File: src/logic/snd_macros.svh
// board constants only; region codes are for address bits 13..11 with bits 15..14 clear
`ifndef SND_MACROS_SVH
`define SND_MACROS_SVH

// region codes on address bits 13..11
`define SND_RGN_RAM     3'd0
`define SND_RGN_OPN     3'd1
`define SND_RGN_OPL     3'd2
`define SND_RGN_LATCH   3'd6
`define SND_RGN_OKI     3'd7

`define SND_RAM_AW      11      // 2 KB work RAM

// channel gains in 4.4, 8'h10 is unity
`define SND_OPN_GAIN    8'h10
`define SND_OPL_GAIN    8'h10
`define SND_PCM_GAIN    8'h10
`define SND_PSG_GAIN    8'h10

// dc filter time constant, roughly 64 samples
`define SND_DC_SHIFT    6
`define SND_PSG_SCALE   5       // 10-bit psg up to 15 bits

`define SND_OKI_DIV     3       // opl enable divided down for the ADPCM

`endif
File: src/logic/snd_pkg.sv
// shared bus and audio types for the sound board; widths fixed for a 6502 bus and 16-bit audio
package snd_pkg;

    // sound CPU address bus, 64 KB space
    typedef logic [15:0] cpu_addr_t;

    // sound CPU data byte, shared by all chip buses
    typedef logic [7:0] cpu_data_t;

    // two's complement audio sample at the mixer
    typedef logic signed [15:0] sample_t;

    // raw PSG output from the OPN, unsigned with a large DC offset
    typedef logic [9:0] psg_t;

    // channel gain, 4.4 fixed point
    // 8'h10 is unity, 8'h08 is half
    typedef logic [7:0] gain_t;

    // decoded region of the current CPU address
    typedef enum logic [2:0] {
        rgn_ram,        // 2 KB work RAM
        rgn_opn,        // OPN type FM chip
        rgn_opl,        // OPL type FM chip
        rgn_nmi_clr,    // sound latch read, also acks the NMI
        rgn_oki,        // ADPCM chip
        rgn_rom,        // program ROM, bits 15..14 not both zero
        rgn_none        // unmapped, reads as 8'hff
    } region_t;

    // the bank register sits on top of the ROM writes
    // so it has no region of its own
    // the latch region only decodes on reads
    // a write there falls to rgn_none

endpackage

File: src/logic/snd_dc_block.sv
// dc removal for a unipolar psg; output settles within about 32 lsb of zero for a constant input
`timescale 1ns/1ps
`include "snd_macros.svh"

module snd_dc_block (
    input  logic             clk,
    input  logic             rst,
    input  logic             sample,   // update strobe
    input  snd_pkg::psg_t    din,
    output snd_pkg::sample_t dout
);
    localparam logic signed [16:0] round_half = 17'sd1 <<< (`SND_DC_SHIFT - 1);

    logic signed [16:0] scaled;   // always positive
    logic signed [16:0] avg;      // running dc estimate
    logic signed [16:0] diff;
    logic signed [16:0] step;

    assign scaled = $signed(17'(din) << `SND_PSG_SCALE);
    assign diff   = scaled - avg;
    // rounded so the estimate creeps within half a step of the input
    assign step   = (diff + round_half) >>> `SND_DC_SHIFT;

    always_ff @(posedge clk) begin
        if (rst) begin
            avg  <= '0;
            dout <= '0;
        end else if (sample) begin
            dout <= diff[15:0];   // fits, avg never leaves 0..scaled max
            avg  <= avg + step;
        end
    end

endmodule

File: config.mk
export PLATFORM = sky130hd
export DESIGN_NAME = snd_dc_block
export DESIGN_NICKNAME = d
export VERILOG_FILES = /design/src/logic/snd_pkg.sv /design/src/logic/snd_dc_block.sv
export VERILOG_INCLUDE_DIRS = /design/src /design/src/logic
export SDC_FILE = /design/constraint.sdc
export NUM_CORES = 1
export LEC_CHECK = 0
export ABC_CLOCK_PERIOD_IN_PS = 5900
export BUFFER_PORTS_ARGS = -buffer_cell sky130_fd_sc_hd__buf_2
export CELL_PAD_IN_SITES_DETAIL_PLACEMENT = 2
export CELL_PAD_IN_SITES_GLOBAL_PLACEMENT = 2
export CORE_MARGIN = 5
export CORE_UTILIZATION = 37
export CTS_BUF_LIST = sky130_fd_sc_hd__clkbuf_8
export DETAILED_ROUTE_END_ITERATION = 8
export MAX_ROUTING_LAYER = met4
export PLACE_DENSITY = 0.82
export SETUP_SLACK_MARGIN = 0.15
export SLEW_MARGIN = 5
export SYNTH_ARGS = -nofsm -noshare
export SYNTH_HDL_FRONTEND = slang
export SYNTH_SLANG_ARGS = --single-unit
File: constraint.sdc
create_clock -name clk -period 5.9 [get_ports clk]
set_input_delay 0.295 -clock clk [delete_from_list [all_inputs] [get_ports clk]]
set_output_delay 0.295 -clock clk [all_outputs]
set_load 0.02 [all_outputs]
Word level (Yosys, flattened, before mapping)
Cells that the tools add are included.
{ "word_totals": {"regBits": 33, "output_inout_bits": 16, "romBits": 0, "ram_bits": 0, "mem_count": 0, "in_bits": 13, "latchBits": 0} }
{ "op_classes": {"bitwise": 0, "n_div": 0, "add_sub_neg": 3, "reduce_logical": 0, "n_shift": 0, "muxes": 0, "n_mul": 0, "magnitude_cmp": 0, "n_eq_ne": 0} }
{ "op_table": {"columns": ["operator", "n"], "rows": [
  ["$add 17x11->17", 1],
  ["$add 17x7->17 const B", 1],
  ["$sub 16x17->17", 1]
]} }

Longest topological paths before layout
{ "logic_depth": {"word_depth": 3, "mapped_depth": 21, "mapped_depth_nobuf": 21} }

Worst setup path after synthesis
No wires, ideal clock.
{ "synth_timing": {"path_type": "register to register", "startpoint": "register avg[6]", "endpoint": "register avg[16]", "slack_ns": 1.512, "setup_time_ns": 0.068, "t_required_ns": 5.832, "t_arrival_ns": 4.321, "path_stages_with_launch": 19, "cell_sequence": "dfxtp_1 inv_1 ha_1 a21o_1 a32o_1 o311a_1 o21ai_0 xnor2_1 o2111ai_2 xnor2_1 ha_1 nor3_1 nor2_1 a41o_1 a31o_2 nor3b_1 mux2i_1 a21o_1 a21oi_2"} }
{ "synth_between": {"elab_chain_len": 3} }
{ "synth_lines": {"columns": ["item", "line", "rtl"], "rows": [
  ["from (decl)", "snd_dc_block.sv:15", "logic signed [16:0] avg;"],
  ["from (signal assigned)", "snd_dc_block.sv:30", "avg <= avg + step;"],
  ["$sub 16x17->17", "snd_dc_block.sv:20", "assign diff = scaled - avg;"],
  ["$add 17x7->17", "snd_dc_block.sv:22", "assign step = (diff + round_half) >>> `SND_DC_SHIFT;"],
  ["$add 17x11->17 *", "snd_dc_block.sv:30", null]
]} }
Mark *: on every way between the ends. The rest lies on a longest branch, timed or not.
A chain may end at the register's enable or synchronous reset.

Worst setup path in the final report
{ "layout_timing": {"startpoint": "register avg[6]", "endpoint": "register avg[15]"} }
The elaborated chain is that of the path after synthesis.

==> impl_results.md <==
- Status: finished clean
- Hold Vio Cnt, Final: 0
- Wire per inst: 19.0 um
- WS Path Type: reg -> reg
- Cell family with most CP delay: compound AO/OA/AOI/OAI gates
- Clock-pin transition on the worst setup and hold timing paths: 0.08 ns
- Setup crit end kind: flip-flop
- Tot GR Track Use: 19.8%
- Cell count of the worst hold path: 2
- Sequential group share of total power: 18.0%
- Antenna Cells: 0
- Synth area leader: dfxtp_1
- Row count: 32
- First-pass GRT wire length: 15,100 um
- Critical Path Max Stage Delay: 0.63 ns
- Worst slew margin: 24.0%
- Gr ovfl total: 0
- RSZ-0062 raised after global routing: false
- Drt via density: 5.62
- Placed Area: 3090 sq um
- Final wirelength: 8840 um
- Htree depth: 2
- Starting Density: 37.5%
- Mapped Cells: 337
- Fillers: 881
- Worst Path Arrival: 5.46 ns
- Drt drc: 0
- Area Overhead vs Synth: 12.0%
- WP data required: 6.05 ns
- Initial antenna violation count: 0
- Cells on worst reg2reg path: 17
- Sw Share: 50.4%
- Min Clock Period, post-route: 5.32 ns
- P_sw: 1060 uW
- Synth Flop Type: dfxtp_1
- Worst-path fanout max: 7
- Flop2flop setup slack: 0.58 ns
- Cts bufs inserted: 5
- Largest net degree at the start of global routing: 42
- Post-synthesis async set-or-reset flop share: 0%
- EDFF count, synth: 0
- FF-to-FF End: avg[15]
- Count leader, synth: nor2_1
- Post-CTS setup buffer count: 0
- Setup_tns: 0 ns
- CTS Buffer Depth: 2
- Yosys cell types: 58
- Min-Delay Startpoint: dout[6]
- Cell area after layout: 3210 sq um
- Setup Skew: 0.00656 ns
- Die area: 9610 sq um
- Slowest library cell on the worst path: a2111oi_1
- CTS tree: yes
- Clk root buf: clkbuf_8
- GP Congestion: 0.847
- Final number of setup-violating endpoints: 0
- Detail Route Antenna Nets: 0
- Area of the core: 7650 sq um
- Tightest Hold Check Type: reg -> reg
- LEAKAGE: 0.00144 uW
- Number of global-route vias before repair: 2,966
- Chip height: 98.0 um
- Worst R2R Start: avg[6]
- Critical Path Start Type: flip-flop
- Period Utilization, post-route: 90.1%
- FMAX: 188 MHz
- Mean Syn Cell Area: 8.51 sq um
- Die width: 98.0 um
- Syn Nets: 379
- Tightest Pin Transition: 1.14 ns
- Layout cells sized above 1: 15.4%
- Layout Nets: 405
- Cts repair resizes: 0
- 1st-pass router iterations: 4
- FF+latch count, synth: 33
- I/O pin cnt: 29
- Via count: 2,617
- YS warnings: 0
- Clock share of power: 10.8%
- CTS Hold Buffers Added: 0
- Internal power: 1040 uW
- Final HPWL DP: 6580 um
- CP Cell Sequence: inv_1, ha_1, a21o_1, a221oi_1, xnor2_2, nand2_1, or2_2, xnor2_1, ha_1, a2111oi_1, o21ai_0, a31oi_1, o21ai_0, a211oi_1, a21oi_1, xnor2_1, o22ai_1
- Final Max Slew Viols: 0
- Yosys top cell area share: 23.0%
- Number of DRC markers in iteration 0: 57
- Clock Sinks: 33
- Pwr Density: 652 nW/um^2
- Peak supply drop: 205 uV
- Worst-skew pair later-pin latency: 0.29 ns
- Post-synth top cells: 46 x nor2_1, 33 x dfxtp_1, 29 x mux2i_1, 28 x ha_1, 20 x xnor2_1
- Combinational power share: 71.1%
- IO buf count: 28
- # Max-Cap Violations: 0
- Sum of buffers and inverters on the critical path: 1
- Synth area leaders: dfxtp_1 23%, ha_1 12%, mux2i_1 10%, xnor2_1 6.1%, nor2_1 6.0%
- Synth Cell Area: 2870 sq um
- Sequential area share after synthesis: 23.0%
- Hold endpoint: dout[6]
## sequential cells by signal, summed over array words and instances (netlist names)
name	flops
avg	17
dout	16
## cells by family after synthesis
family | Yosys count | synth area share (%)
buf+inv | 28 | 3.93
flops | 33 | 23.0
xor+xnor | 30 | 9.69
compound gates | 76 | 19.1
simple gates | 111 | 20.7
fa+ha+maj | 29 | 12.9
mux | 30 | 10.7
## power groups by stage
stage	Clock [uW]	Combinational (uW)	Sequential [uW]
6_report	227	1490	378
5_1_grt	250	1650	390
4_1_cts	235	1490	378
3_5_place_dp	0	1460	380
3_3_place_gp	0	1380	375
2_1_floorplan	0	1090	394
## routing by layer
metal  part of all wire, %  wire (um)  vias to the layer above  track usage (%)
met1                    47       4160                     1296             24.8
met5                     0          0                        -                -
met3                   2.2        196                       14             2.79
met4                   1.4        126                        0             5.11
met2                    49       4360                       40             33.4
li1                      -          -                     1267                -
## worst reg2reg max path, delay by kind of cell, from the launching register on
family,cells,cell delay [ns]
fa+ha+maj,2,0.71
flops,1,0.38
compound gates,9,2.91
simple gates,2,0.48
xor+xnor,3,0.64
buf+inv,1,0.07
## cell type report
class,count,area (sq um),share of cell area (%)
tap,102,128,3.98
clock inverter,3,46.3,1.44
multi-input combinational,276,2090,65.3
sequential,33,661,20.6
inverter,19,71.3,2.22
clock buffer,5,68.8,2.14
timing repair buffer,28,140,4.37
## metrics by stage
stage | utilization, % | power, uW | hold slack (ns) | setup WS [ns] | std cells
final | 42.0 | 2090 | 0.497 | 0.584 | 466
after global routing | 42.0 | 2290 | 0.529 | 0.202 | 466
after CTS | 42.0 | 2110 | 0.503 | 0.404 | 466
after detailed placement | 40.4 | 1840 | 0.486 | 0.721 | 458
after global placement | 40.4 | 1760 | 0.469 | 0.977 | 458
after floorplan | - | 1490 | 0.478 | 1.51 | 337
## cells in the final DEF, fill, tap and decap left out, types with 5 or more instances in the layout
cell and instances:
o211ai_1 6, xnor2_1 20, nand3_1 9, mux2i_1 29, dfxtp_1 33, nand2_1 15
nor3_1 8, nor2_1 46, a21oi_1 14, and3_1 5, inv_1 19, o21ai_0 11
clkbuf_8 5, buf_2 28, o21a_1 5, ha_1 28, nand2b_1 5, xor2_1 8
a21o_1 9
## worst max-delay path by stage
stage | start | endpoint | slack, ns | depth (start not counted)
after floorplan | avg[6] | avg[16] | 1.51 | 18
after global placement | din[1] | avg[16] | 0.98 | 18
after detailed placement | din[1] | avg[15] | 0.72 | 17
after CTS | avg[6] | avg[15] | 0.40 | 17
after global routing | avg[6] | avg[15] | 0.20 | 17
final | avg[6] | avg[15] | 0.58 | 17
No activity file was read; power rests on OpenSTA's default activity.
