==> src/logic/snd_macros.svh <==
// board constants only; region codes are for address bits 13..11 with bits 15..14 clear
`ifndef SND_MACROS_SVH
`define SND_MACROS_SVH

// region codes on address bits 13..11
`define SND_RGN_RAM     3'd0
`define SND_RGN_OPN     3'd1
`define SND_RGN_OPL     3'd2
`define SND_RGN_LATCH   3'd6
`define SND_RGN_OKI     3'd7

`define SND_RAM_AW      11      // 2 KB work RAM

// channel gains in 4.4, 8'h10 is unity
`define SND_OPN_GAIN    8'h10
`define SND_OPL_GAIN    8'h10
`define SND_PCM_GAIN    8'h10
`define SND_PSG_GAIN    8'h10

// dc filter time constant, roughly 64 samples
`define SND_DC_SHIFT    6
`define SND_PSG_SCALE   5       // 10-bit psg up to 15 bits

`define SND_OKI_DIV     3       // opl enable divided down for the ADPCM

`endif
==> src/logic/snd_pkg.sv <==
// shared bus and audio types for the sound board; widths fixed for a 6502 bus and 16-bit audio
package snd_pkg;

    // sound CPU address bus, 64 KB space
    typedef logic [15:0] cpu_addr_t;

    // sound CPU data byte, shared by all chip buses
    typedef logic [7:0] cpu_data_t;

    // two's complement audio sample at the mixer
    typedef logic signed [15:0] sample_t;

    // raw PSG output from the OPN, unsigned with a large DC offset
    typedef logic [9:0] psg_t;

    // channel gain, 4.4 fixed point
    // 8'h10 is unity, 8'h08 is half
    typedef logic [7:0] gain_t;

    // decoded region of the current CPU address
    typedef enum logic [2:0] {
        rgn_ram,        // 2 KB work RAM
        rgn_opn,        // OPN type FM chip
        rgn_opl,        // OPL type FM chip
        rgn_nmi_clr,    // sound latch read, also acks the NMI
        rgn_oki,        // ADPCM chip
        rgn_rom,        // program ROM, bits 15..14 not both zero
        rgn_none        // unmapped, reads as 8'hff
    } region_t;

    // the bank register sits on top of the ROM writes
    // so it has no region of its own
    // the latch region only decodes on reads
    // a write there falls to rgn_none

endpackage

==> src/logic/snd_bus_decode.sv <==
// single master decode for the sound CPU; chip bytes arrive one clock late, ROM bytes same cycle
`timescale 1ns/1ps
`include "snd_macros.svh"

module snd_bus_decode (
    input  logic               clk,
    input  logic               rst,
    input  snd_pkg::cpu_addr_t cpu_addr,
    input  logic               cpu_rnw,    // high on reads
    input  snd_pkg::cpu_data_t rom_data,
    input  snd_pkg::cpu_data_t ram_dout,
    input  snd_pkg::cpu_data_t latch,      // byte from the main CPU
    input  snd_pkg::cpu_data_t opn_dout,
    input  snd_pkg::cpu_data_t opl_dout,
    input  snd_pkg::cpu_data_t oki_dout,
    input  logic               rom_ok,
    input  logic               has_bank,   // level tied at the top
    output snd_pkg::cpu_data_t cpu_din,
    output logic               rom_cs,
    output logic               ram_we,
    output logic               opn_cs,
    output logic               opl_cs,
    output logic               oki_cs,
    output logic               oki_wrn,    // active low
    output logic               nmi_clr,
    output logic               bank_we,
    output logic               rdy
);
    snd_pkg::region_t   region;
    logic               ram_cs;
    logic               dev_cs;     // some chip selected last clock
    snd_pkg::cpu_data_t dev_mux;    // that chip's byte

    always_comb begin
        region = snd_pkg::rgn_none;
        if (|cpu_addr[15:14]) begin
            region = snd_pkg::rgn_rom;  // some boards only wire bit 15
        end else begin
            case (cpu_addr[13:11])
                `SND_RGN_RAM:   region = snd_pkg::rgn_ram;
                `SND_RGN_OPN:   region = snd_pkg::rgn_opn;
                `SND_RGN_OPL:   region = snd_pkg::rgn_opl;
                `SND_RGN_LATCH: region = cpu_rnw ? snd_pkg::rgn_nmi_clr : snd_pkg::rgn_none;
                `SND_RGN_OKI:   region = snd_pkg::rgn_oki;
                default:        region = snd_pkg::rgn_none;  // 3..5 are holes
            endcase
        end
    end

    assign rom_cs  = region == snd_pkg::rgn_rom;
    assign ram_cs  = region == snd_pkg::rgn_ram;
    assign opn_cs  = region == snd_pkg::rgn_opn;
    assign opl_cs  = region == snd_pkg::rgn_opl;
    assign oki_cs  = region == snd_pkg::rgn_oki;
    assign nmi_clr = region == snd_pkg::rgn_nmi_clr;
    assign ram_we  = ram_cs & ~cpu_rnw;
    assign oki_wrn = ~(oki_cs & ~cpu_rnw);
    assign bank_we = has_bank & cpu_addr[15] & ~cpu_rnw;  // shares the ROM space
    assign rdy     = ~rom_cs | rom_ok;   // only ROM fetches stall

    // chip read stage, reloaded every clock
    always_ff @(posedge clk) begin
        if (rst) begin
            dev_cs <= 1'b0;
        end else begin
            dev_cs <= opn_cs | opl_cs | oki_cs;
        end
    end

    always_ff @(posedge clk) begin
        dev_mux <= opn_cs ? opn_dout : opl_cs ? opl_dout : oki_dout;  // opn first
    end

    always_comb begin
        if (rom_cs)       cpu_din = rom_data;
        else if (ram_cs)  cpu_din = ram_dout;
        else if (nmi_clr) cpu_din = latch;
        else if (dev_cs)  cpu_din = dev_mux;
        else              cpu_din = 8'hff;   // open bus
    end

endmodule

==> config.mk <==
export PLATFORM = sky130hd
export DESIGN_NAME = snd_bus_decode
export DESIGN_NICKNAME = d
export VERILOG_FILES = /design/src/logic/snd_pkg.sv /design/src/logic/snd_bus_decode.sv
export VERILOG_INCLUDE_DIRS = /design/src /design/src/logic
export SDC_FILE = /design/constraint.sdc
export NUM_CORES = 1
export LEC_CHECK = 0
export BUFFER_PORTS_ARGS = -buffer_cell sky130_fd_sc_hd__buf_2
export CORE_MARGIN = 4
export CORE_UTILIZATION = 25
export CTS_BUF_LIST = sky130_fd_sc_hd__clkbuf_8
export DETAILED_ROUTE_END_ITERATION = 12
export PLACE_DENSITY = 0.58
export SYNTH_ARGS = -nofsm -noshare
export SYNTH_HDL_FRONTEND = slang
export SYNTH_SLANG_ARGS = --single-unit
==> constraint.sdc <==
create_clock -name clk -period 2.6 [get_ports clk]
set_input_delay 0.13 -clock clk [delete_from_list [all_inputs] [get_ports clk]]
set_output_delay 0.13 -clock clk [all_outputs]
set_load 0.05 [all_outputs]
After elaboration in Yosys (flattened, before gate mapping)

Index checks and enable logic that the tools add are counted.

Output and inout port bits: 17
Logic and storage cells: 33
Register bits after elaboration: 9

Bitwise gates (word level): 10
Reduce and logical (&&, ||, !) cells: 3
Multiplexer cells: 9
Equality and inequality tests: 9

Operator list:

| cell                                                | number |
|---|---|
| 2-to-1 mux 8 bit                                    | 6 |
| case mux 3 bit (5 select lines)                     | 1 |
| equality test 3 bit, second input constant          | 4 |
| equality test 3 x 2 -> 1 bit, second input constant | 3 |
| equality test 3 x 1 -> 1 bit, second input constant | 2 |
| logical NOT 3 bit                                   | 2 |
| 2-to-1 mux 3 bit                                    | 2 |
| bitwise AND 1 bit                                   | 4 |
| NOT 1 bit                                           | 3 |
| OR 1 bit                                            | 3 |
| OR reduction 2 bit                                  | 1 |

Logic depth before layout (Yosys ltp)

Gate-level depths: netlist of run 1.

Depth after elaboration: 7
Mapped depth: 6
Gate-level depth less buffers: 5

Least setup slack after synthesis of run 1

OpenSTA, ideal clock, no wires.

Path kind: input to output
From: input port cpu_addr[11]
To: output port cpu_din[0]
Cell stages on the path: 6
Required time: 2470 ps
Slack: 417 ps
Arrival: 2053 ps
Path buffers: 2
Path through: or4b_1 > buf_6 > or2_0 > buf_6 > a311o_2 > a21oi_2

Cells in the longest elaborated chain, start to end: 7
Elaborated cells between the ends (all ways): 13
Those cells by class: eq/ne: 6; mux: 5; reduce/logical: 2

RTL lines:

| what                                              | line                 | source |
|---|---|---|
| start, declared                                   | snd_bus_decode.sv:8  | `input snd_pkg::cpu_addr_t cpu_addr,` |
| equality test 3 bit, or another cell as far along | snd_bus_decode.sv:39 | `case (cpu_addr[13:11])` |
| case mux 3 bit (5 select lines) *                 | snd_bus_decode.sv:39 |  |
| 2-to-1 mux 3 bit *                                | snd_bus_decode.sv:36 | `if (\|cpu_addr[15:14]) begin` |
| equality test 3 x 2 -> 1 bit                      | snd_bus_decode.sv:55 | `assign nmi_clr = region == snd_pkg::rgn_nmi_clr;` |
| 2-to-1 mux 8 bit                                  | snd_bus_decode.sv:77 | `else if (nmi_clr) cpu_din = latch;` |
| 2-to-1 mux 8 bit                                  | snd_bus_decode.sv:76 | `else if (ram_cs) cpu_din = ram_dout;` |
| 2-to-1 mux 8 bit *                                | snd_bus_decode.sv:75 | `if (rom_cs) cpu_din = rom_data;` |
| end, declared                                     | snd_bus_decode.sv:18 | `output snd_pkg::cpu_data_t cpu_din,` |

Mark *: on every way between the ends. The rest lies on a longest branch, timed or not.

Worst setup path in the final report of run 1

From: input port cpu_addr[11]
To: output port cpu_din[2]

The elaborated chain is that of the path after synthesis.

==> results of run 1 <==
power by group through the flow:
stage,registers [uW],clock network (uW),logic (uW)
after global placement,153,0,162
after detailed placement,153,0,162
after floorplan,152,0,101
after global routing,152,166,177
after CTS,151,158,163
final,151,152,161
routing by layer:
| metal | vias up | global-route usage [%] | routed length [um] |
|---|---|---|---|
| li1 | 531 | - | - |
| met1 | 380 | 17.2 | 1200 |
| met2 | 64 | 16.7 | 877 |
| met3 | 0 | 3.08 | 369 |
| met4 | 0 | 3.89 | 0 |
| met5 | - | 0 | 0 |
flip-flops by register name (all words and copies together) (netlist names):
register	cells
dev_mux	8
dev_cs	1
area by class of cell:
cell class | instances | area [um2] | area share, %
repair buffers | 78 | 400 | 31.6
clock buffers | 3 | 41.3 | 3.26
inverters | 10 | 37.5 | 2.96
well taps | 44 | 55.1 | 4.35
multi-input cells | 81 | 548 | 43.3
clock inverters | 1 | 3.75 | 0.296
flip-flops and latches | 9 | 180 | 14.2
worst max path at each step:
stage	startpoint	end
floorplan	cpu_addr[11]	cpu_din[0]
CTS	cpu_addr[11]	cpu_din[2]
global route	cpu_addr[11]	cpu_din[2]
detailed placement	cpu_addr[11]	cpu_din[2]
global placement	cpu_addr[11]	cpu_din[2]
finish	cpu_addr[11]	cpu_din[2]
metrics by stage:
step	setup WS, ns	hold WS [ns]	utilization (%)	std cells	total power (uW)
after floorplan	0.417	0.209	-	107	253
after global placement	0.411	0.312	39.4	222	315
after detailed placement	0.424	0.314	39.4	222	316
after CTS	0.423	0.0716	40.8	226	472
after global routing	0.295	0.0730	40.8	226	495
final	0.417	0.0742	40.8	226	464
cell families after synthesis:
group | synth area share [%]
AND/OR/NAND/NOR | 25.1
flip-flops | 21.8
multiplexers | 9.67
buffers and inverters | 12.8
AO/OA/AOI/OAI | 29.6
XOR/XNOR | 1.06
Yosys cell counts (2+ instances only):
library cell   n  area, um2
nand2b_1       2       12.5
a311o_2        8       90.1
nand2_1       10       37.5
dfxtp_1        9        180
a21oi_1        9       45.0
mux2i_1        8       80.1
o21ai_0        8       40.0
inv_1         10       37.5
buf_6          4       45.0
nor3_1         9       45.0
nor2_1         9       33.8
a21oi_2        8       70.1
==> flow_summary.toml, run 1 <==
[logic_synthesis]
synth_edf_count = 0
ys_ff_latch = 9
ys_warn_count = 0
syn_nets = 176
syn_area_um2 = 828
syn_avg_cell_area_um2 = 7.74
synthArstFlopShare_pct = 0
syn_inst = 107
synth_ff_type = "dfxtp_1"
seq_area_frac_synth_pct = 21.8
ys_types = 25

[floorplanning]
start_util_pct = 26.7
ios = 86
dieArea_um2 = 4300
fp.dieH_um = 65.6
core_area_um2 = 3100
placementRows = 20
die_x_um = 65.6

[detailed_routing]
first_iter_violations = 36
vias = 975
dr.pass1.iters = 4
drc = 0
drt_wl_total_mm = 2.44
vias_per_cell = 4.31
antenna_left = 0
wl_per_cell_um = 10.8

[clock_tree]
h-tree-depth = 1
root_buffer = "clkbuf_8"
numCtsBuffers = 3
hold_buffers = 0
cts_tree = "done"
clk_pin_slew_ns = 0.04
clock_path_buffers = 2
post-cts-setup-buffer-count = 0
cts.sinks = 9
cts_resized = 0

[global_route]
antenna_found_initial = 0
grt_pass1_wl_mm = 4.07
grt.total_usage_pct = 11.9
grt_pass1_vias = 926
overflow = 0
grt_start_max_net_pins = 18

[timing]
period_minus_slack_ns = 2.18
post-route-period-util_pct = 83.9
tightest_slew_ns = 0.445
final_hold_viol_count = 0
rsz0062_at_grt = "no"
tns_ns = 0
slew_headroom_pct = 70.4
finalSetupViolations = 0
final_max_slew_viol_count = 0
clock.fmax_ghz = 0.458

[worst_setup_path]
path_delay_family = "simple AND/OR/NAND/NOR gates"
cpMostUsedCell = "buf_2"
slowest_stage = "or4b_1"
cp-end-kind = "output port"
cp_num_cells = 6
crit_arrival_ns = 2.05
critical_path_class = "in -> out"
crit_chain = "buf_2, or4b_1, or2_0, a311o_2, a21oi_2, buf_2"
critPathLaunchType = "input pin"
worst_ep_required_time_ns = 2.47
crit_path_max_fanout = 9
critPathBufInv = 2
slowest_delay_ns = 0.53

[final_layout]
final_common_cell = "buf_2"
fillers = 361
fin_nets = 252
final_cell_mix = "74 x buf_2, 11 x inv_1, 10 x nand2_1"
drive_gt1_share_pct = 56.0
syn2layout_area_growth_pct = 52.9
fin_area_um2 = 1270
antennaDiodeCount = 0

[place]
dp_hpwl_mm = 2.10
gp_congestion = 0.766
port_buffers = 74
place_area_um2 = 1220

[power]
p_seq_share_pct = 32.5
ir_drop_v = 0.000152
switchingPower_uw = 150
internal_power_uw = 314
p_leak_uw = 0.000611
combPwrFrac_pct = 34.7
switching_share_pct = 32.3
p_clk_share_pct = 32.8
p_per_area_nw_per_um2 = 366

[outcome]
status = "completed"

[run]
max_cap_violations = 0

[min_path]
min_path_cells = 2
worstHoldStart = "rst"
whs_endpoint = "dev_cs"
hold_path.class = "in -> reg"
(Power assumes the default switching activity.)
==> inputs of run 2 (changes only) <==
--- a/config.mk
+++ b/config.mk
@@ -6,12 +6,13 @@
 export SDC_FILE = /design/constraint.sdc
 export NUM_CORES = 1
 export LEC_CHECK = 0
+export ABC_AREA = 1
 export BUFFER_PORTS_ARGS = -buffer_cell sky130_fd_sc_hd__buf_2
 export CORE_MARGIN = 4
 export CORE_UTILIZATION = 25
 export CTS_BUF_LIST = sky130_fd_sc_hd__clkbuf_8
 export DETAILED_ROUTE_END_ITERATION = 12
-export PLACE_DENSITY = 0.58
+export PLACE_DENSITY = 0.57
 export SYNTH_ARGS = -nofsm -noshare
 export SYNTH_HDL_FRONTEND = slang
 export SYNTH_SLANG_ARGS = --single-unit
==> constraint.sdc (replaced) <==
create_clock -name clk -period 2.21 [get_ports clk]
set_input_delay 0.1105 -clock clk [delete_from_list [all_inputs] [get_ports clk]]
set_output_delay 0.1105 -clock clk [all_outputs]
set_load 0.05 [all_outputs]
==> run 2 against run 1 <==
Compared with the run above:
- clock power increased by 16%
- final area increased by 6.4%
- combinational power increased by 49%
- synthesized cell count increased by 39%
- cell count increased by 19%
- core utilization decreased by 1.1 points
- largest cell class unchanged
- highest routed layer is now met4
==> flow_summary.toml, run 2 <==
[outcome]
status = "completed"

[detailed_routing]
first_iter_violations = 28
vias = 1151
wl_per_cell_um = 9.99
dr.pass1.iters = 4
antenna_left = 0
drc = 0
vias_per_cell = 4.26
drt_wl_total_mm = 2.70

[floorplanning]
placementRows = 21
core_area_um2 = 3390
ios = 86
start_util_pct = 26.4
die_x_um = 67.9
fp.dieH_um = 67.9
dieArea_um2 = 4600

[global_route]
grt_pass1_wl_mm = 4.41
grt_pass1_vias = 1051
grt.total_usage_pct = 12.2
overflow = 0
antenna_found_initial = 0
grt_start_max_net_pins = 20

[power]
p_leak_uw = 0.000769
ir_drop_v = 0.000242
p_per_area_nw_per_um2 = 443

[clock_tree]
cts.sinks = 9
h-tree-depth = 1
numCtsBuffers = 3
cts_tree = "done"
post-cts-setup-buffer-count = 0
cts_resized = 0
hold_buffers = 0
clock_path_buffers = 2
clk_pin_slew_ns = 0.04
root_buffer = "clkbuf_8"

[timing]
tns_ns = 0
final_max_slew_viol_count = 0
post-route-period-util_pct = 71.4
period_minus_slack_ns = 1.58
clock.fmax_ghz = 0.634
tightest_slew_ns = 0.336
finalSetupViolations = 0
slew_headroom_pct = 77.6
final_hold_viol_count = 0
rsz0062_at_grt = "no"

[final_layout]
top_register = "dev_mux"
final_cell_mix = "74 x buf_2, 41 x nand2_1, 29 x nor2_1"
largest_register_ffs = 8
antennaDiodeCount = 0
final_common_cell = "buf_2"
largest_registers = "dev_mux: 8 flops, dev_cs: 1 flops"
drive_gt1_share_pct = 41.1
fillers = 399
fin_nets = 294
fin_area_um2 = 1350
utilization_pct = 39.8
syn2layout_area_growth_pct = 50.4

[logic_synthesis]
synthTopCellsByArea = "dfxtp_1 20%, nand2_1 17%, nor2_1 12%, nand3_1 6.1%, a31oi_1 5.6%"
synth_common_cells = "41 x nand2_1, 29 x nor2_1, 13 x inv_1"
syn_avg_cell_area_um2 = 6.01
ys_ff_latch = 9
synth_ff_type = "dfxtp_1"
syn_area_um2 = 896
ys_types = 23
yosysMostFrequentCell = "nand2_1"
syn_inst = 149
synth_top_area_share_pct = 20.1
synthArstFlopShare_pct = 0
seq_area_frac_synth_pct = 20.1
synth_edf_count = 0
ys_warn_count = 0
yosysTopAreaCell = "dfxtp_1"
syn_nets = 218

[place]
port_buffers = 74
gp_congestion = 0.782
dp_hpwl_mm = 2.24
place_area_um2 = 1300

[worst_setup_path]
cp-end-kind = "output port"
crit_path_max_fanout = 10
critPathLaunchType = "input pin"
worst_ep_required_time_ns = 2.10
crit_arrival_ns = 1.47
critical_path_class = "in -> out"

[min_path]
hold_path.class = "in -> reg"

[run]
max_cap_violations = 0
==> run 2: critical path, stage by stage <==
cell	delay (ns)
buf_2	0.11
inv_1	0.15
nand3_1	0.14
nand2_2	0.21
nand3_4	0.14
nand2_1	0.09
nand3_1	0.08
a21oi_1	0.13
buf_2	0.28
==> run 2: layout make-up <==
| type | instances | area (um2) | area share (%) |
|---|---|---|---|
| clock buffers | 3 | 41.3 | 3.06 |
| clock inverters | 1 | 3.75 | 0.279 |
| inverters | 16 | 62.6 | 4.64 |
| multi-input cells | 120 | 624 | 46.3 |
| flip-flops and latches | 9 | 180 | 13.4 |
| well taps | 46 | 57.6 | 4.27 |
| repair buffers | 75 | 378 | 28.0 |
==> run 2: path summary, 6_finish.rpt <==
check,start,endpoint,slack [ns],cells past startpoint
setup / recovery,cpu_addr[13],cpu_din[2],0.63,9
hold / removal,rst,dev_cs,0.07,2
==> run 2: logic make-up (layout without fill, tap and decap cells) <==
group	count (synthesis)	in the layout	share of synthesized area (%)
buf+inv	20	95	10.2
compound gates	21	21	14.7
flops	9	9	20.1
simple gates	99	99	55.0
==> run 2: through the flow <==
step	hold WS [ns]	total power, uW	std cells	worst slack [ns]
CTS	0.0598	606	270	0.634
global placement	0.293	425	266	0.631
floorplan	0.172	342	149	0.550
finish	0.0661	597	270	0.632
detailed placement	0.299	425	266	0.631
global route	0.0677	645	270	0.435
==> run 2: report_power, final <==
| group | internal [uW] | switching (uW) |
|---|---|---|
| Combinational | 82.3 | 158 |
| Clock | 120 | 55.8 |
| Sequential | 178 | 3.00 |
| Total | 380 | 216 |
==> run 2: metal layers <==
layer,global-route usage (%),part of all wire [%],vias up
li1,-,-,641
met1,15.8,45,465
met2,19.8,45,43
met3,2.63,9.6,2
met4,4.47,0.37,0
met5,0,0,-
