`src/logic/snd_macros.svh`:
```
// board constants only; region codes are for address bits 13..11 with bits 15..14 clear
`ifndef SND_MACROS_SVH
`define SND_MACROS_SVH

// region codes on address bits 13..11
`define SND_RGN_RAM     3'd0
`define SND_RGN_OPN     3'd1
`define SND_RGN_OPL     3'd2
`define SND_RGN_LATCH   3'd6
`define SND_RGN_OKI     3'd7

`define SND_RAM_AW      11      // 2 KB work RAM

// channel gains in 4.4, 8'h10 is unity
`define SND_OPN_GAIN    8'h10
`define SND_OPL_GAIN    8'h10
`define SND_PCM_GAIN    8'h10
`define SND_PSG_GAIN    8'h10

// dc filter time constant, roughly 64 samples
`define SND_DC_SHIFT    6
`define SND_PSG_SCALE   5       // 10-bit psg up to 15 bits

`define SND_OKI_DIV     3       // opl enable divided down for the ADPCM

`endif
```
`src/logic/snd_sys_regs.sv`:
```
// NMI latch, bank bit and ADPCM enable; cen_opl must be a single-clock strobe
`timescale 1ns/1ps
`include "snd_macros.svh"

module snd_sys_regs (
    input  logic clk,
    input  logic rst,
    input  logic snreq,      // sound request level from the main CPU
    input  logic nmi_clr,    // latch read strobe
    input  logic bank_we,
    input  logic bank_din,
    input  logic cen_opl,
    output logic nmin,
    output logic snd_bank,
    output logic cen_oki     // one pulse per SND_OKI_DIV opl enables
);
    logic                    snreq_l;    // last sampled request
    logic [`SND_OKI_DIV-1:0] oki_ring;   // one-hot divider

    // nmi set on request edge
    always_ff @(posedge clk) begin
        if (rst) begin
            snreq_l <= 1'b0;
            nmin    <= 1'b1;
        end else begin
            snreq_l <= snreq;
            if (nmi_clr) begin
                nmin <= 1'b1;               // ack beats a new request
            end else if (snreq && !snreq_l) begin
                nmin <= 1'b0;
            end
        end
    end

    // bank select bit for the ROM upper half
    always_ff @(posedge clk) begin
        if (rst) begin
            snd_bank <= 1'b0;
        end else if (bank_we) begin
            snd_bank <= bank_din;
        end
    end

    always_ff @(posedge clk) begin
        if (rst) begin
            oki_ring <= {{(`SND_OKI_DIV-1){1'b0}}, 1'b1};
            cen_oki  <= 1'b0;
        end else begin
            if (cen_opl) begin
                oki_ring <= {oki_ring[`SND_OKI_DIV-2:0], oki_ring[`SND_OKI_DIV-1]};
            end
            cen_oki <= cen_opl & oki_ring[0];   // fires on 1st, 4th, 7th...
        end
    end

endmodule

```
`config.mk`:
```
export PLATFORM = sky130hd
export DESIGN_NAME = snd_sys_regs
export DESIGN_NICKNAME = d
export VERILOG_FILES = /design/src/logic/snd_sys_regs.sv
export VERILOG_INCLUDE_DIRS = /design/src /design/src/logic
export SDC_FILE = /design/constraint.sdc
export NUM_CORES = 1
export LEC_CHECK = 0
export BUFFER_PORTS_ARGS = -buffer_cell sky130_fd_sc_hd__buf_2
export CAP_MARGIN = 30
export CORE_AREA = 3 3 40 42
export CTS_BUF_LIST = sky130_fd_sc_hd__clkbuf_8
export CTS_CLUSTER_SIZE = 30
export DETAILED_ROUTE_END_ITERATION = 8
export DIE_AREA = 0 0 43 45
export GPL_TIMING_DRIVEN = 1
export PLACE_DENSITY = 0.46
export SLEW_MARGIN = 15
export SYNTH_ARGS = -nofsm -noshare
export SYNTH_HDL_FRONTEND = slang
export SYNTH_SLANG_ARGS = --single-unit
```
`constraint.sdc`:
```
create_clock -name clk -period 0.9 [get_ports clk]
set_clock_uncertainty 0.05 [all_clocks]
set_input_delay 0.09 -clock clk [delete_from_list [all_inputs] [get_ports clk]]
set_output_delay 0.09 -clock clk [all_outputs]
set_load 0.005 [all_outputs]
```
After elaboration in Yosys (flattened, before gate mapping)
Index checks and enable logic that the tools add are counted.
{ "word_totals": {"ff_bits": 7, "out_inout_bits": 3} }
{ "op_classes": {"bitwise": 1, "n_reduce_logical": 3} }
{ "op_table": {"columns": ["op", "count"], "rows": [
  ["OR reduction 2 bit", 1],
  ["bitwise AND 1 bit", 1],
  ["logical AND 1 bit", 1],
  ["zero test 1 bit", 1]
]} }

Logic depth before layout (Yosys ltp)
Gate-level depths: netlist (run 1).
{ "depth": {"word_depth": 2, "depth_mapped": 2, "depth_no_buf": 2} }

Worst setup path before layout (run 1)
No wires, ideal clock.
{ "synth_path": {"path_kind": "register to register", "from": "register snreq_l", "to": "register nmin", "setup_ns": 0.120, "stages_incl_launch_ff": 3, "t_arrival_ns": 0.661, "path_slack_ns": 0.070, "period_less_slack_ns": 0.830, "n_path_buf": 0, "cell_sequence": "dfxtp_1 -> nand2b_1 -> a211o_1"} }
{ "synth_via": {"elab_chain_len": 2} }
{ "synth_rtl": {"columns": ["item", "line", "rtl"], "rows": [
  ["start, declared", "snd_sys_regs.sv:17", "logic snreq_l;"],
  ["start signal, assigned", "snd_sys_regs.sv:26", "snreq_l <= snreq;"],
  ["zero test 1 bit", "snd_sys_regs.sv:29", "end else if (snreq && !snreq_l) begin"],
  ["logical AND 1 bit", "snd_sys_regs.sv:29", null],
  ["end signal, assigned", "snd_sys_regs.sv:24", "nmin <= 1'b1;"],
  ["end signal, assigned", "snd_sys_regs.sv:28", "nmin <= 1'b1;"],
  ["end signal, assigned", "snd_sys_regs.sv:30", "nmin <= 1'b0;"],
  ["end, declared", "snd_sys_regs.sv:13", "output logic nmin,"]
]} }
No other way between the ends.
A chain may end at the register's enable or synchronous reset.

Final worst setup path (run 1)
Ends and elaborated chain as after synthesis.

==> impl_results.md, run 1 <==
- Initial antenna violation count: 0
- Vias per cell: approximately 3.8
- Max frequency: 1.17 GHz
- Clock power frac: 51.6%
- Final wirelength: between 400 and 500 um
- Fin crit share: between 90% and 100%
- Via count: 182
- Final Hold Viols: 0
- Worst skew pair latency: 0.22 ns
- Htree depth: 1
- Max clock buf depth: 2
- Sequential share of the synthesized area: 62.9%
- Grt met1 use: about 6.4%
- GR Util met3: 5.98%
- Final min period: about 0.86 ns
- RSZ-0062 raised after global routing: false
- Largest net degree at the start of global routing: 8
- GRT Util Overall: under 10%
- Post-CTS sizing: 0
- Layout cells sized above 1: approximately 33%
- Clock transition at the registers of the reported paths: around 0.04 ns
- Setup slack after layout: between 0.04 and 0.05 ns
- Grt peak-use layer: met2
- Slew Limit Headroom: 91.4%
- Lkg Pwr: about 0.16 nW
- Synth Area per Inst: 11.1 sq um
- Cell Chain, Critical Path: nand2b_1 > a211o_1
- CTS tree: yes
- Slew Limit Fails: 0
- Post-place setup slack: around 0.04 ns
- CP max-delay cell: dfxtp_1
- Post-CTS Setup Bufs: 0
- Syn Inst Count: 20
- NetSw: approximately 0.15 mW
- CTS buffer count: 3
- Final setup violation count: 0
- Net count, final: 41
- Syn Std Cell Area: ~220 sq um
- Status: finished, final reports clean
- Synth area leaders: dfxtp_1, mux2i_1, a211o_1
- Antenna-violating nets left: 0
- Root buf cell: clkbuf_8
- Synthesis-stage register bit count: 7
- Post-route insts no fill: 48
- Synth cell types: 8
- Crit. End Element: flop
- Slew @ Worst Pin: between 0.1 and 0.15 ns
- Met2 usage: about a tenth
- Setup CP Type: flop to flop
- Critical Path Start Type: flop
- Global route total overflow: 0
- Switching Share: between 10% and 20%
- Final Wtd Congestion: ~0.57
- Worst ir drop on vdd: between 0.8 and 0.9 mV
- Area fraction of the dominant cell type after synthesis: between 60% and 70%
- DIE AREA: 1940 sq um
- Most frequent cells in the layout: buf_2, dfxtp_1, nor2_1, clkbuf_8
- # DRC: 0
- Max incr delay on CP: 0.29 ns
- Post-DR wirelength/cell: 9.19 um
- Diode count: 0
- Router iterations before antenna repair: 2
- Final TNS setup: 0 ns
- FILL cells: ~150
- Arr. time, crit path: a little over 0.9 ns
- Leading area contributor after synthesis: dfxtp_1
- Core Footprint: between 1000 and 1500 sq um
- Sink Count: 7
- Number of core rows: 13
- Critical path peak fanout: 1
- Initial Util: between 10% and 20%
- Max-Cap Viols: 0
- Share of power burned in registers: 41.8%
- Hold/Removal Path Class: input pin to flop
- Area grow syn2layout: 51.1%
- Post-DP HPWL: between 300 and 400 um
- IO buf count: 9
- Initial DRC Count: 2
- IO Count: 10
- Die Y: approximately 45 um
- P_int: between 0.6 and 0.7 mW
- Crit path required time: roughly 0.96 ns
- First-pass GRT wire length: around 900 um
- PD cells: between 2000 and 2500 nW/um^2
- Most common cell after layout, fill and taps aside: buf_2
- Logic pwr share: 6.6%
- Number of global-route vias before repair: ~210
- Post-Syn Nets: 27
- Die Wd: 43 um
- DP Cell Count: 44
- Synth warn: 0
## cell type report
class	count	area [sq um]	share of cell area (%)
Clock inverter	1	3.75	1.12
Tap cell	15	18.8	5.58
Clock buffer	3	41.3	12.3
Timing Repair Buffer	9	50.0	14.9
Multi-Input combinational cell	13	82.6	24.5
Sequential cell	7	140	41.6
## sequential cells by signal, indices dropped and copies added (netlist names)
| name | flops |
|---|---|
| snd_bank | 1 |
| snreq_l | 1 |
| cen_oki | 1 |
| oki_ring | 3 |
| nmin | 1 |
## cell families after synthesis
kind of cell	after synthesis	share of synthesized area, %
compound gates	3	10.1
flops	7	62.9
mux	2	8.99
simple gates	8	18.0
## critical path: cells and delay by family (launching register included)
| family | cells | cell delay [ns] |
|---|---|---|
| compound gates | 1 | 0.28 |
| flops | 1 | 0.29 |
| simple gates | 1 | 0.13 |
## routing by layer
metal | vias up | share of wire, %
met5 | - | 0
met4 | 0 | 0
met3 | 0 | 12
met2 | 11 | 46
met1 | 79 | 42
li1 | 92 | -
## per-stage QoR
step / power [mW] / instance area (sq um) / hold WS (ns) / utilization [%]
2_1_floorplan: 0.364 / 223 / 0.109 / -
3_3_place_gp: 0.391 / 287 / 0.222 / 22.3
3_5_place_dp: 0.395 / 287 / 0.231 / 22.3
4_1_cts: 0.831 / 342 / 0.0408 / 26.6
5_1_grt: 0.861 / 337 / 0.0673 / 26.2
6_report: 0.808 / 337 / 0.0441 / 26.2
## synthesized netlist by cell type
master and count:
dfxtp_1 7, nor2_1 3, a211o_1 2, mux2i_1 2, nand2b_1 2, nor2b_1 2
a21oi_1 1, nand2_1 1
## repair_timing
action,4_1_cts,5_1_grt
hold buffers,1,0
hold endpoints to repair,1,0
setup endpoints to repair,0,1
## path summary, 6_finish.rpt
kind,start,to,slack (ns),cells past startpoint
worst max register to register,snreq_l$_SDFF_PP0_,nmin$_SDFFE_PP1P_,0.04,2
worst max-delay path,snreq_l$_SDFF_PP0_,nmin$_SDFFE_PP1P_,0.04,2
worst min-delay path,snreq,snreq_l$_SDFF_PP0_,0.04,2
worst min register to register,oki_ring[0]$_SDFFE_PP1P_,cen_oki$_SDFF_PP0_,0.40,2
## power by group through the flow
stage | logic, mW | registers [mW] | clock network, mW
floorplan | 0.0223 | 0.342 | 0
global placement | 0.0504 | 0.341 | 0
detailed placement | 0.0526 | 0.342 | 0
CTS | 0.0561 | 0.337 | 0.437
global route | 0.0617 | 0.339 | 0.460
finish | 0.0531 | 0.338 | 0.417
Note: power is estimated with default switching activity, not from simulation.
==> inputs of run 2 (changes only) <==
--- a/config.mk
+++ b/config.mk
@@ -14,7 +14,7 @@
 export DETAILED_ROUTE_END_ITERATION = 8
 export DIE_AREA = 0 0 43 45
 export GPL_TIMING_DRIVEN = 1
-export PLACE_DENSITY = 0.46
+export PLACE_DENSITY = 0.47
 export SLEW_MARGIN = 15
 export SYNTH_ARGS = -nofsm -noshare
 export SYNTH_HDL_FRONTEND = slang
==> impl_results.md, run 2 (synthesis results as in run 1) <==
- DP Cell Count: 44 (unchanged)
- Slew Limit Headroom: 89.4% (-1.9 points)
- Worst r2r path cells: 2 (unchanged)
- Arr. time, crit path: 0.94 ns (+0.03 ns)
- Max FFs per register: 3 (unchanged)
- Router iterations before antenna repair: 1 (-1)
- Number of global-route vias before repair: 185 (-13%)
- Slew Limit Fails: 0 (unchanged)
- Post-DR wirelength/cell: 8.71 um (-5.2%)
- # DRC: 0 (unchanged)
- Met2 WL: 174 um (-14%)
- Clock transition at the registers of the reported paths: 0.04 ns (about the same)
- Most frequent cells in the layout: buf_2, dfxtp_1, nor2_1, clkbuf_8
- IO Count: 10 (unchanged)
- Critical Path Start Type: input pin
- Tot Pwr: 0.821 mW (+1.6%)
- Core Footprint: 1280 sq um (unchanged)
- Antenna-violating nets left: 0 (unchanged)
- Crit path required time: 0.96 ns (about the same)
- Critical Path Stages: 3 (+1)
- Hold/Removal Path Class: input pin to flop
- CP max-delay cell: dlygate4sd3_1
- Sink Count: 7 (unchanged)
- Largest net degree at the start of global routing: 8 (unchanged)
- Root buf cell: clkbuf_8
- Area grow syn2layout: 53.4%
- Max clock buf depth: 2 (unchanged)
- Initial antenna violation count: 0 (unchanged)
- Setup CP Type: input pin to flop
- Crit path max-delay family: buffers and inverters
- Post-DP HPWL: 322 um (-2.8%)
- Final Hold Viols: 0 (unchanged)
- Die Y: 45 um (unchanged)
- Top layer in use: met3
- Initial DRC Count: 0 (-2)
- Final Wtd Congestion: 0.588 (+3.2%)
- IO buf count: 9 (unchanged)
- Register bank with the most flops: oki_ring
- Htree depth: 1 (unchanged)
- Metal3 WL: 61 um (+20%)
- Reg2reg start: snreq_l$_SDFF_PP0_
- PD cells: 2400 nW/um^2 (+0.14%)
- Final setup violation count: 0 (unchanged)
- Post-route insts no fill: 49 (+2.1%)
- CTS tree: yes
- Max-Cap Viols: 0 (unchanged)
- Fin crit share: 97.6% (+2.5 points)
- Worst Hold Depth: 2 (unchanged)
- End of the worst register-to-register path: nmin$_SDFFE_PP1P_
- Layout cells sized above 1: 35.3% (+2.0 points)
- Vias per cell: 3.84 (+1.2%)
- Critical path peak fanout: 1 (unchanged)
- Initial Util: 17.3% (unchanged)
- Final wirelength: 427 um (-3.2%)
- Post-CTS sizing: 0 (unchanged)
- RSZ-0062 raised after global routing: false
- DIE AREA: 1940 sq um (unchanged)
- Final TNS setup: 0 ns (unchanged)
- Worst ir drop on vdd: 0.816 mV (-6.3%)
- Hold Slack: 0.0624 ns (+0.0184 ns)
- Final min period: 0.878 ns (+0.0228 ns)
- R2R Setup Slk: 0.05 ns (about the same)
- Crit path buffers/inverters: 2 (+2)
- Placed cell areas: 287 sq um (unchanged)
- Wire length on met1: 191 um (+2.7%)
- Die Wd: 43 um (unchanged)
- Lkg Pwr: 0.162 nW (+2.5%)
- Post-CTS Setup Bufs: 0 (unchanged)
- Cell area after layout: 342 sq um (+1.5%)
- CTS buffer count: 3 (unchanged)
- Hold Crit Start: rst
- Number of core rows: 13 (unchanged)
- Slew @ Worst Pin: 0.154 ns (+0.0283 ns)
- Global route total overflow: 0 (unchanged)
- First-pass GRT wire length: 731 um (-17%)
- Crit. End Element: flop
- Hold Path Sink: oki_ring[1]$_SDFFE_PP0P_
- Max incr delay on CP: 0.52 ns (+0.23 ns)
- Most common cell after layout, fill and taps aside: buf_2
- GRT Util Overall: 5.85% (-0.84 points)
- Cell Chain, Critical Path: dlygate4sd3_1 > buf_2 > a211o_1
- Worst skew pair latency: 0.23 ns (about the same)
- Net count, final: 42 (+2.4%)
- Status: finished, final reports clean
- Max frequency: 1.14 GHz (-2.6%)
- Via count: 188 (+3.3%)
- Diode count: 0 (unchanged)
## run 2: changes by cell type in the layout (fill, tap and decap cells not counted), sizes merged
cell and delta:
buf +1
## run 2: worst max-delay path by stage
stage                       startpoint                end  slack, ns
floorplan           snreq_l$_SDFF_PP0_  nmin$_SDFFE_PP1P_       0.07
global placement    snreq_l$_SDFF_PP0_  nmin$_SDFFE_PP1P_       0.06
detailed placement  snreq_l$_SDFF_PP0_  nmin$_SDFFE_PP1P_       0.06
CTS                            nmi_clr  nmin$_SDFFE_PP1P_       0.02
global route                   nmi_clr  nmin$_SDFFE_PP1P_       0.01
finish                         nmi_clr  nmin$_SDFFE_PP1P_       0.02
## run 2: report_power, final
part	total (mW)	leakage [nW]	switching, mW	internal [mW]
Combinational	0.0554	0.0774	0.0234	0.0319
Sequential	0.337	0.0579	0.00685	0.330
Clock	0.429	0.0269	0.135	0.295
Total	0.821	0.162	0.165	0.656
## run 2: area by class of cell
| type | count | area [sq um] |
|---|---|---|
| Timing Repair Buffer | 10 | 55.1 |
| Tap cell | 15 | 18.8 |
| Multi-Input combinational cell | 13 | 82.6 |
| Fill cell | 136 | 943 |
| Clock buffer | 3 | 41.3 |
| Clock inverter | 1 | 3.75 |
| Sequential cell | 7 | 140 |
## run 2: routing by layer
metal	vias up	track usage [%]
met5	-	0
met4	0	3.61
met3	0	6.37
met2	12	8.38
met1	82	4.88
li1	94	-
## run 2: worst reg2reg max path: cells and delay by family, from the launching register on
family           cells  cell delay, ns
AND/OR/NAND/NOR      1            0.13
flip-flops           1            0.28
AO/OA/AOI/OAI        1            0.28
## run 2: what timing repair did
action                                 4_1_cts  5_1_grt
setup endpoints to repair                    0        0
hold buffers                                 1        0
endpoints found under the hold margin        1        0
## run 2: stage by stage
stage / utilization, % / setup WS, ns
floorplan: - / 0.0696
global placement: 22.3 / 0.0627
detailed placement: 22.3 / 0.0561
CTS: 26.6 / 0.0169
global route: 26.6 / 0.0105
finish: 26.6 / 0.0217
==> inputs of run 3 (changes only) <==
--- a/config.mk
+++ b/config.mk
@@ -8,11 +8,11 @@
 export LEC_CHECK = 0
 export BUFFER_PORTS_ARGS = -buffer_cell sky130_fd_sc_hd__buf_2
 export CAP_MARGIN = 30
-export CORE_AREA = 3 3 40 42
+export CORE_AREA = 2 2 39 41
 export CTS_BUF_LIST = sky130_fd_sc_hd__clkbuf_8
 export CTS_CLUSTER_SIZE = 30
 export DETAILED_ROUTE_END_ITERATION = 8
-export DIE_AREA = 0 0 43 45
+export DIE_AREA = 0 0 41 43
 export GPL_TIMING_DRIVEN = 1
 export PLACE_DENSITY = 0.47
 export SLEW_MARGIN = 15
==> impl_results.md, run 3 (synthesis results as in run 1) <==
- Metal3 WL: 43 um (-30%)
- Vias per cell: 3.70 (-3.6%)
- DIE AREA: 1760 sq um (-8.9%)
- End of the worst register-to-register path: nmin$_SDFFE_PP1P_
- Number of global-route vias before repair: 167 (-9.7%)
- Final Hold Viols: 0 (unchanged)
- PD cells: 2360 nW/um^2 (-2.0%)
- Net count, final: 42 (unchanged)
- P_int: 0.655 mW (-0.14%)
- First-pass GRT wire length: 641 um (-12%)
- Wire length on met1: 203 um (+6.3%)
- Register Area: 140 sq um (unchanged)
- Initial DRC Count: 4 (+4)
- Post-CTS Setup Bufs: 0 (unchanged)
- Crit. End Element: flop
- Core Footprint: 1380 sq um (+7.7%)
- Fin crit share: 99.7% (+2.1 points)
- Met2 WL: 138 um (-21%)
- Area grow syn2layout: 53.9%
- FILL cells: 155 (+14%)
- Layout cells sized above 1: 35.3% (unchanged)
- Final TNS setup: 0 ns (unchanged)
- Number of core rows: 14 (+1)
- Max frequency: 1.11 GHz (-2.1%)
- Final core utilization: 24.8% (-1.8 points)
- Final min period: 0.897 ns (+0.0188 ns)
- Critical path peak fanout: 1 (unchanged)
- # DRC: 0 (unchanged)
- CTS buffer count: 3 (unchanged)
- Root buf cell: clkbuf_8
- Largest net degree at the start of global routing: 8 (unchanged)
- Post-place setup slack: 0.0552 ns (-0.000891 ns)
- Status: finished, final reports clean
- Post-DR wirelength/cell: 7.70 um (-12%)
- R2R Setup Slk: 0.05 ns (about the same)
- Max-Cap Viols: 0 (unchanged)
- Hold Path Sink: snreq_l$_SDFF_PP0_
- Critical Path Start Type: input pin
- Initial antenna violation count: 0 (unchanged)
- Antenna-violating nets left: 0 (unchanged)
- Lkg Pwr: 0.162 nW (unchanged)
- Hold Crit Start: snreq
- Worst r2r path cells: 2 (unchanged)
- Slew Limit Headroom: 91.5% (+2.1 points)
- Worst Hold Depth: 2 (unchanged)
- Sink Count: 7 (unchanged)
- Slew @ Worst Pin: 0.124 ns (-0.0301 ns)
- Area used by multi-input combinational logic: 82.6 sq um (unchanged)
- Register bank with the most flops: oki_ring
- Clock power frac: 51.5% (-0.8 points)
- Most common cell after layout, fill and taps aside: buf_2
- Diode count: 0 (unchanged)
- Reg2reg start: snreq_l$_SDFF_PP0_
- GRT Util Overall: 5.83% (-0.024 points)
- Setup slack after layout: 0.00296 ns (-0.0188 ns)
- Hold/Removal Path Class: input pin to flop
- Top layer in use: met3
- Setup CP Type: input pin to flop
- Switching Share: 18.9% (-1.2 points)
- Die Wd: 41 um (-4.7%)
- IO Count: 10 (unchanged)
- Crit path required time: 0.96 ns (about the same)
- Via count: 185 (-1.6%)
- Clock transition at the registers of the reported paths: 0.04 ns (about the same)
- Initial Util: 16.1% (-1.2 points)
- Max FFs per register: 3 (unchanged)
- Most frequent cells in the layout: buf_2, dfxtp_1, nor2_1, clkbuf_8
- Logic pwr share: 6.8% (about the same)
- Final wirelength: 385 um (-9.8%)
- RSZ-0062 raised after global routing: false
- Htree depth: 1 (unchanged)
- Worst ir drop on vdd: 0.755 mV (-7.5%)
- Global route total overflow: 0 (unchanged)
- CTS tree: yes
- Die Y: 43 um (-4.4%)
- NetSw: 0.152 mW (-7.5%)
- IO buf count: 9 (unchanged)
- Max clock buf depth: 2 (unchanged)
- Arr. time, crit path: 0.96 ns (+0.02 ns)
- Router iterations before antenna repair: 2 (+1)
- Worst skew pair latency: 0.22 ns (about the same)
- Final Wtd Congestion: 0.588 (about the same)
- Share of power burned in registers: 41.7% (+0.7 points)
- Slew Limit Fails: 0 (unchanged)
- Final setup violation count: 0 (unchanged)
[run 3: cell counts in the layout (fill, tap and decap cells not counted)]
No cell type changed its count.
[run 3: how the worst max path moves through the flow]
stage / from / to / slack (ns) / cells after the start
final: nmi_clr / nmin$_SDFFE_PP1P_ / 0.003 / 3
after global routing: nmi_clr / nmin$_SDFFE_PP1P_ / 0.002 / 3
after CTS: nmi_clr / nmin$_SDFFE_PP1P_ / 0.02 / 3
after detailed placement: snreq_l$_SDFF_PP0_ / nmin$_SDFFE_PP1P_ / 0.06 / 2
after global placement: snreq_l$_SDFF_PP0_ / nmin$_SDFFE_PP1P_ / 0.06 / 2
after floorplan: snreq_l$_SDFF_PP0_ / nmin$_SDFFE_PP1P_ / 0.07 / 2
[run 3: layout make-up]
class                      instances  area share, %
clock buffer                       3           12.0
sequential                         7           40.9
timing repair buffer              10           16.1
tap                               16           5.84
multi-input combinational         13           24.1
clock inverter                     1           1.09
[run 3: per-layer routing]
layer  vias up  global-route usage (%)
met1        81                    7.42
met4         0                    2.00
met3         0                    6.28
met2        10                    6.25
met5         -                       0
li1         94                       -
[run 3: through the flow]
stage / hold slack (ns) / instance area (sq um) / cells / total power [mW]
finish: 0.0557 / 343 / 50 / 0.808
global route: 0.0695 / 343 / 50 / 0.867
CTS: 0.0508 / 343 / 50 / 0.829
detailed placement: 0.230 / 288 / 45 / 0.394
global placement: 0.227 / 288 / 45 / 0.394
floorplan: 0.109 / 223 / 20 / 0.364
[run 3: power groups by stage]
stage	clock network [mW]	logic (mW)	registers, mW
6_report	0.416	0.0550	0.337
5_1_grt	0.466	0.0628	0.338
4_1_cts	0.437	0.0557	0.337
3_5_place_dp	0	0.0526	0.341
3_3_place_gp	0	0.0522	0.342
2_1_floorplan	0	0.0223	0.342
[run 3: critical path: stages]
cell and delay [ns]:
dlygate4sd3_1 0.53, buf_2 0.12, a211o_1 0.21
[run 3: repair_timing]
item	4_1_cts	5_1_grt
endpoints found under the setup margin	0	0
gates resized for setup	0	0
endpoints found under the hold margin	1	0
hold buffers	1	0
